===== config.mk =====
export PLATFORM = sky130hd
export DESIGN_NAME = pmu
export DESIGN_NICKNAME = d
export VERILOG_FILES = /design/src/source/rv_isa_pkg.sv /design/src/source/pmu_pkg.sv /design/src/source/fetch_event_counter.sv /design/src/source/lsu_event_counter.sv /design/src/source/pmu_readout.sv /design/src/source/pmu.sv
export SDC_FILE = /design/constraint.sdc
export NUM_CORES = 2
export LEC_CHECK = 0
export BUFFER_PORTS_ARGS = -buffer_cell sky130_fd_sc_hd__buf_2
export CAP_MARGIN = 20
export CORE_ASPECT_RATIO = 0.6
export CORE_UTILIZATION = 55
export DETAILED_ROUTE_END_ITERATION = 12
export PLACE_DENSITY_LB_ADDON = 0.1
export SLEW_MARGIN = 20
export SYNTH_ARGS = -nofsm -noshare
export SYNTH_HDL_FRONTEND = slang
export SYNTH_SLANG_ARGS = --single-unit

===== constraint.sdc =====
create_clock -name clk -period 2.8 [get_ports clk]
set_input_delay 0.14 -clock clk [delete_from_list [all_inputs] [get_ports clk]]
set_output_delay 0.14 -clock clk [all_outputs]
set_load 0.01 [all_outputs]

===== src/source/rv_isa_pkg.sv =====
package rv_isa_pkg;

    // Width of the instruction fetch read data bus.
    localparam int fetch_data_width = 64;

    // Bits 6:0 of every 32-bit instruction word.
    localparam int opcode_width = 7;

    // Major opcodes from the RV32/RV64 base encoding.
    // Compressed and floating point opcodes are not listed and classify as other.
    typedef enum logic [opcode_width-1:0] {
        opc_load   = 7'b0000011,
        opc_store  = 7'b0100011,
        opc_branch = 7'b1100011,
        opc_jal    = 7'b1101111,
        opc_jalr   = 7'b1100111,
        opc_op_imm = 7'b0010011,
        opc_op     = 7'b0110011,
        opc_lui    = 7'b0110111,
        opc_auipc  = 7'b0010111,
        opc_system = 7'b1110011
    } opcode_e;

    // Event classes for fetched instructions.
    typedef enum logic [2:0] {
        cls_alu    = 3'd0, // Register and immediate arithmetic, lui, auipc.
        cls_branch = 3'd1, // Conditional branches and both jumps.
        cls_csr    = 3'd2, // The whole system opcode.
        cls_load   = 3'd3,
        cls_store  = 3'd4,
        cls_other  = 3'd5
    } instr_class_e;

endpackage


===== src/source/pmu_pkg.sv =====
package pmu_pkg;

    // All counters share one width, cycles included.
    localparam int counter_width = 64;

    // Counter selection on the read port.
    // Codes 10 to 15 are unused and read as zero.
    typedef enum logic [3:0] {
        cnt_cycles        = 4'd0,
        cnt_instret_fetch = 4'd1,
        cnt_class_alu     = 4'd2,
        cnt_class_branch  = 4'd3,
        cnt_class_csr     = 4'd4,
        cnt_class_load    = 4'd5,
        cnt_class_store   = 4'd6,
        cnt_class_other   = 4'd7,
        cnt_lsu_reads     = 4'd8,
        cnt_lsu_stalls    = 4'd9
    } counter_id_e;

    // Event counts gathered on the fetch read channel.
    typedef struct packed {
        logic [counter_width-1:0] total;
        logic [counter_width-1:0] alu;
        logic [counter_width-1:0] branch;
        logic [counter_width-1:0] csr;
        logic [counter_width-1:0] load;
        logic [counter_width-1:0] store;
        logic [counter_width-1:0] other;
    } fetch_counts_t;

    // Event counts gathered on the load/store read channel.
    typedef struct packed {
        logic [counter_width-1:0] reads;
        logic [counter_width-1:0] stalls;
    } lsu_counts_t;

endpackage


===== src/source/fetch_event_counter.sv =====
`timescale 1ns/1ps

module fetch_event_counter (
    input  logic                                  clk,
    input  logic                                  rst_n,
    input  logic                                  fetch_rvalid,
    input  logic                                  fetch_rready,
    input  logic [rv_isa_pkg::fetch_data_width-1:0] fetch_rdata,
    output pmu_pkg::fetch_counts_t                counts
);
    import rv_isa_pkg::*;
    import pmu_pkg::*;

    logic                    beat;
    logic [opcode_width-1:0] opcode;
    instr_class_e            beat_class;

    assign beat   = fetch_rvalid & fetch_rready;
    assign opcode = fetch_rdata[opcode_width-1:0]; // Only the low word's opcode is decoded.

    // Sort the fetched word into one class by its major opcode.
    always_comb begin
        case (opcode)
            opc_store: begin
                beat_class = cls_store;
            end
            opc_branch, opc_jal, opc_jalr: begin
                beat_class = cls_branch;
            end
            opc_op_imm, opc_op, opc_lui, opc_auipc: begin
                beat_class = cls_alu;
            end
            opc_load: begin
                beat_class = cls_load;
            end
            opc_system: begin
                beat_class = cls_csr;
            end
            default: begin
                beat_class = cls_other;
            end
        endcase
    end

    // One increment of the total and one of the class per accepted beat.
    always_ff @(posedge clk) begin
        if (!rst_n) begin
            counts <= '0;
        end else if (beat) begin
            counts.total <= counts.total + counter_width'(1);
            case (beat_class)
                cls_alu: begin
                    counts.alu <= counts.alu + counter_width'(1);
                end
                cls_branch: begin
                    counts.branch <= counts.branch + counter_width'(1);
                end
                cls_csr: begin
                    counts.csr <= counts.csr + counter_width'(1);
                end
                cls_load: begin
                    counts.load <= counts.load + counter_width'(1);
                end
                cls_store: begin
                    counts.store <= counts.store + counter_width'(1);
                end
                default: begin
                    counts.other <= counts.other + counter_width'(1);
                end
            endcase
        end
    end

endmodule


===== src/source/lsu_event_counter.sv =====
`timescale 1ns/1ps

module lsu_event_counter (
    input  logic                 clk,
    input  logic                 rst_n,
    input  logic                 lsu_rvalid,
    input  logic                 lsu_rready,
    output pmu_pkg::lsu_counts_t counts
);
    import pmu_pkg::*;

    logic read_done;
    logic read_stall;

    // A read completes on the handshake.
    assign read_done = lsu_rvalid & lsu_rready;

    // Data is waiting but the LSU holds it off.
    assign read_stall = lsu_rvalid & ~lsu_rready;

    always_ff @(posedge clk) begin
        if (!rst_n) begin
            counts.reads <= '0;
        end else if (read_done) begin
            counts.reads <= counts.reads + counter_width'(1);
        end
    end

    always_ff @(posedge clk) begin
        if (!rst_n) begin
            counts.stalls <= '0;
        end else if (read_stall) begin
            counts.stalls <= counts.stalls + counter_width'(1); // At most one per cycle.
        end
    end

endmodule


===== src/source/pmu_readout.sv =====
`timescale 1ns/1ps

module pmu_readout (
    input  logic                              clk,
    input  logic                              rst_n,
    input  pmu_pkg::fetch_counts_t            fetch_counts,
    input  pmu_pkg::lsu_counts_t              lsu_counts,
    input  logic                              rd_req,
    input  pmu_pkg::counter_id_e              rd_id,
    output logic                              rd_ack,
    output logic [pmu_pkg::counter_width-1:0] rd_data
);
    import pmu_pkg::*;

    typedef enum logic {
        st_idle,
        st_acked
    } state_e;

    state_e                   state;
    logic                     req_q;
    logic [counter_width-1:0] cycle_count;
    logic [counter_width-1:0] sel_value;

    always_ff @(posedge clk) begin
        if (!rst_n) begin
            cycle_count <= '0;
        end else begin
            cycle_count <= cycle_count + counter_width'(1);
        end
    end

    // The request is registered once, which gives the one edge delay on both ack edges.
    always_ff @(posedge clk) begin
        if (!rst_n) begin
            req_q <= 1'b0;
        end else begin
            req_q <= rd_req;
        end
    end

    always_comb begin
        case (rd_id)
            cnt_cycles:        sel_value = cycle_count;
            cnt_instret_fetch: sel_value = fetch_counts.total;
            cnt_class_alu:     sel_value = fetch_counts.alu;
            cnt_class_branch:  sel_value = fetch_counts.branch;
            cnt_class_csr:     sel_value = fetch_counts.csr;
            cnt_class_load:    sel_value = fetch_counts.load;
            cnt_class_store:   sel_value = fetch_counts.store;
            cnt_class_other:   sel_value = fetch_counts.other;
            cnt_lsu_reads:     sel_value = lsu_counts.reads;
            cnt_lsu_stalls:    sel_value = lsu_counts.stalls;
            default:           sel_value = '0;
        endcase
    end

    always_ff @(posedge clk) begin
        if (!rst_n) begin
            state   <= st_idle;
            rd_data <= '0;
        end else begin
            case (state)
                st_idle: begin
                    if (req_q) begin
                        rd_data <= sel_value; // rd_id is still held stable here.
                        state   <= st_acked;
                    end
                end
                default: begin
                    if (!req_q) begin
                        state <= st_idle;
                    end
                end
            endcase
        end
    end

    assign rd_ack = (state == st_acked);

endmodule


===== src/source/pmu.sv =====
`timescale 1ns/1ps

module pmu (
    input  logic                                    clk,
    input  logic                                    rst_n,
    input  logic                                    fetch_rvalid,
    input  logic                                    fetch_rready,
    input  logic [rv_isa_pkg::fetch_data_width-1:0] fetch_rdata,
    input  logic                                    lsu_rvalid,
    input  logic                                    lsu_rready,
    input  logic                                    rd_req,
    input  pmu_pkg::counter_id_e                    rd_id,
    output logic                                    rd_ack,
    output logic [pmu_pkg::counter_width-1:0]       rd_data
);
    import pmu_pkg::*;

    fetch_counts_t fetch_counts;
    lsu_counts_t   lsu_counts;

    // Both channels are only observed, so the PMU never applies back-pressure.
    fetch_event_counter fetch_cnt_i (
        .clk          (clk),
        .rst_n        (rst_n),
        .fetch_rvalid (fetch_rvalid),
        .fetch_rready (fetch_rready),
        .fetch_rdata  (fetch_rdata),
        .counts       (fetch_counts)
    );

    lsu_event_counter lsu_cnt_i (
        .clk        (clk),
        .rst_n      (rst_n),
        .lsu_rvalid (lsu_rvalid),
        .lsu_rready (lsu_rready),
        .counts     (lsu_counts)
    );

    pmu_readout readout_i (
        .clk          (clk),
        .rst_n        (rst_n),
        .fetch_counts (fetch_counts),
        .lsu_counts   (lsu_counts),
        .rd_req       (rd_req),
        .rd_id        (rd_id),
        .rd_ack       (rd_ack),
        .rd_data      (rd_data)
    );

endmodule


==> summary.txt <==
Worst setup path
  • Cells on worst reg2reg path: 6
  • Required @ worst endpoint: 3.36 ns
  • Crit end category: flip-flop
  • CP max stage delay: approximately 0.65 ns
  • CP Launch Point: fetch_cnt_i.counts[9]
  • Origin of the critical flop-to-flop path: fetch_cnt_i.counts[9]
  • Crit-path max FO: 5
  • Setup slack, reg-to-reg: about 0.16 ns
  • CP dominant cell by count: nand4_1
  • Type of origin of the critical path: flip-flop
  • WS Path Type: flip-flop to flip-flop
  • Crit path cell chain: nand4_1 > nor2_1 > nand4_1 > or4_1 > or3_1 > a21oi_1
  • CP max stage cell: or4_1
  • WP data arrival: 3.20 ns
  • FF-to-FF End: fetch_cnt_i.counts[36]

Worst hold path
  • Hold EP: fetch_cnt_i.counts[352]
  • Hold path depth: 3
  • Hold path startpoint: rst_n
  • Hold WC Path Type: input port to flip-flop

Global route
  • Gr ovfl total: 0
  • Vias in the first global route: roughly 29,000
  • Total GRT Usage: 0.3417
  • Routing usage on met2: 0.4539
  • First-pass GRT wire length: 172,500 um
  • Met1 Track Usage GR: 0.5360
  • Global route hottest layer: met1
  • GRT met3 Usage: 0.07029
  • Largest net degree at the start of global routing: slightly above 100
  • Initial antenna violation count: 5

Timing
  • Fin Setup TNS: 0 ns
  • Worst setup margin: 0.1584 ns
  • Max Fclk: 378.6 MHz
  • Final Critical Period: 2.642 ns
  • Slew Limit Fails: 0
  • RSZ-0062 raised after global routing: false
  • Final setup viols: 0
  • Worst Max-Slew Pin Slew: around 1.0 ns
  • Slew margin rel.: 0.3139
  • Final hold violations: 0
  • Clock skew: between 0.015 and 0.02 ns
  • Period utilization: 0.9434

Logic synthesis
  • Syn Nets: 4,358
  • Netlist cell types: 64
  • Post-Synthesis Cells: about 4,300
  • EDFF count, synth: 0
  • Yosys top cell area share: 0.4034
  • Synth Flop Type: dfxtp_1
  • Avg Cell Area, Syn: 8.199 um2
  • Synthesis warning total: 0
  • Largest area contributor in the netlist: dfxtp_1
  • Flops & latches, synth: just over 700
  • Register area share after synthesis: 0.4034
  • Ys async rst share: 0
  • Top post-synthesis cells by area: dfxtp_1, xnor2_1, nor2_1
  • Post-Syn Area: between 30,000 and 40,000 um2

Clock tree
  • Num Clock Sinks: roughly 700
  • CTS tree: done
  • Clk slew on worst S/H paths: 0.06 ns
  • Num CTS Buffers: just under 70
  • Clock Latency Late Sink: 0.63 ns
  • H-tree levels: 3
  • Clk buf depth: 3
  • CTS root buf: clkbuf_16

Detailed routing
  • Residual DRC count: 0
  • First-pass DRT Iterations: 8
  • DR vias/cell: approximately 6.3
  • Via count: 33,356
  • Remaining antenna violation count: 0
  • Routed WL: 113,900 um
  • WL per Instance: 21.59 um
  • 1st-iter DRT viols: 4,487

Placed design
  • Setup WS pre-CTS: 0.2495 ns
  • Buffers on Ports: between 80 and 90
  • Post-DP HPWL: 82,880 um
  • Gpl congestion: between 0.9 and 1

Power and ir drop
  • P_leak: roughly 13 nW
  • Switching share of power: 0.2221
  • Sequential share of power: 0.493
  • Peak VDD IR: 562.0 uV
  • Power Dens Cells: 514.3 nW/um2
  • Int Pwr: 15.90 mW
  • Sw power: roughly 4.5 mW
  • Clock network power share: 0.482
  • Comb power frac: 0.025

Floorplan
  • Num ports: 140
  • Die Y: 197.5 um
  • # rows: 71
  • Core ar.: 62,810 um2
  • DIE WIDTH: 327.8 um
  • Total die area: 64,740 um2
  • Initial cell density of the core: 0.5578

Run
  • Max-cap viol count: 0

Final layout
  • Nets: 4,470
  • Area grow syn2layout: 13.43%
  • Layout cells sized above 1: 0.09630

Run status
  • Status: finished clean
==> cell usage in the layout (no fill, tap or decap), types with 71 or more instances in the layout <==
cell type  instances
xnor2_1          345
buf_2             82
nor2_1           630
nor4_1           115
a22oi_1          256
inv_1            111
xor2_1           136
or3_1            118
nand4_1          261
clkbuf_16         71
a21oi_1          139
and3_1            75
dfxtp_1          706
buf_4            172
nand2_1          232
o21ai_0          116
nand3_1          222
nor3_1           176
==> cell families (layout without fill, tap and decap cells) <==
logic type,after synthesis,in the layout,share of synthesized area
AND/OR/NAND/NOR,2037,2037,0.2990
flip-flops,706,706,0.4034
buffers and inverters,348,509,0.03757
XOR/XNOR,481,481,0.1203
other,0,2,0
adder cells (fa/ha/maj),10,10,0.003572
multiplexers,10,10,0.002857
AO/OA/AOI/OAI,681,681,0.1333
==> timing repair <==
item,CTS,global route
gates resized for setup,0,1
endpoints found under the hold margin,8,0
hold buffers,9,0
endpoints found under the setup margin,0,3
buffers inserted,0,1
==> how the worst max path moves through the flow <==
| stage | depth (start not counted) | end | slack, ns |
|---|---|---|---|
| finish | 6 | fetch_cnt_i.counts[36] | 0.16 |
| global route | 6 | fetch_cnt_i.counts[319] | 0.04 |
| CTS | 7 | fetch_cnt_i.counts[318] | 0.24 |
| detailed placement | 7 | fetch_cnt_i.counts[318] | 0.25 |
| global placement | 9 | fetch_cnt_i.counts[255] | 0.26 |
| floorplan | 7 | fetch_cnt_i.counts[319] | 0.54 |
==> power groups by stage <==
stage          Combinational [mW]  Clock (mW)  Sequential (mW)
6_report                    0.513        9.86             10.1
5_1_grt                     0.540        10.3             10.1
4_1_cts                     0.498        9.97             10.1
3_5_place_dp                0.488           0             10.3
3_3_place_gp                0.487           0             10.3
2_1_floorplan               0.298           0             10.3
==> cell usage after synthesis, types with 13 or more instances <==
cell and instances:
nand4_1 261, nor4_1 116, clkbuf_1 222, and3_1 75
or3_1 118, dfxtp_1 706, a22o_1 65, xnor2_1 345
nand3_1 222, or4_1 20, a221oi_1 64, nor3_1 178
and4_1 65, o21ai_0 116, inv_1 112, nor2_1 632
a21oi_1 139, nor4b_1 13, and2_1 32, xor2_1 136
a22oi_1 256, nand2b_1 15, nand2_1 232
==> cell type report <==
class,instances,area [um2]
multi-input cells,3219,19690
inverters,112,427.9
diodes,2,5.005
flip-flops and latches,706,14130
clock buffers,99,2052
well taps,839,1050
fillers,5482,23070
clock inverters,20,284.0
repair buffers,278,2100
==> critical path: cells and delay by family (launching register included) <==
| family | cells | cell delay [ns] |
|---|---|---|
| AND/OR/NAND/NOR | 5 | 2.00 |
| flip-flops | 1 | 0.43 |
| AO/OA/AOI/OAI | 1 | 0.14 |
==> registers in the layout, indices dropped and copies added (netlist names) <==
name / cells
readout_i.req_q: 1
readout_i.rd_ack: 1
readout_i.cycle_count: 64
fetch_cnt_i.counts: 448
readout_i.rd_data: 64
lsu_cnt_i.counts: 128
==> metal layers <==
metal  share of wire  vias to the layer above
met2            0.39                     1702
met4           0.029                        4
li1                -                    15723
met5         0.00024                        -
met1            0.47                    15751
met3            0.12                      176
==> per-stage QoR <==
stage	total power, mW	util	hold WS, ns	instances	area, um2
2_1_floorplan	10.59	-	0.2673	4273	35030
3_3_place_gp	10.78	0.5933	0.3494	5143	37260
3_5_place_dp	10.78	0.5933	0.3518	5143	37260
4_1_cts	20.53	0.6319	0.02431	5271	39690
5_1_grt	20.95	0.6327	0.03390	5275	39740
6_report	20.44	0.6327	0.03252	5275	39740
No activity file was read; power rests on OpenSTA's default activity.
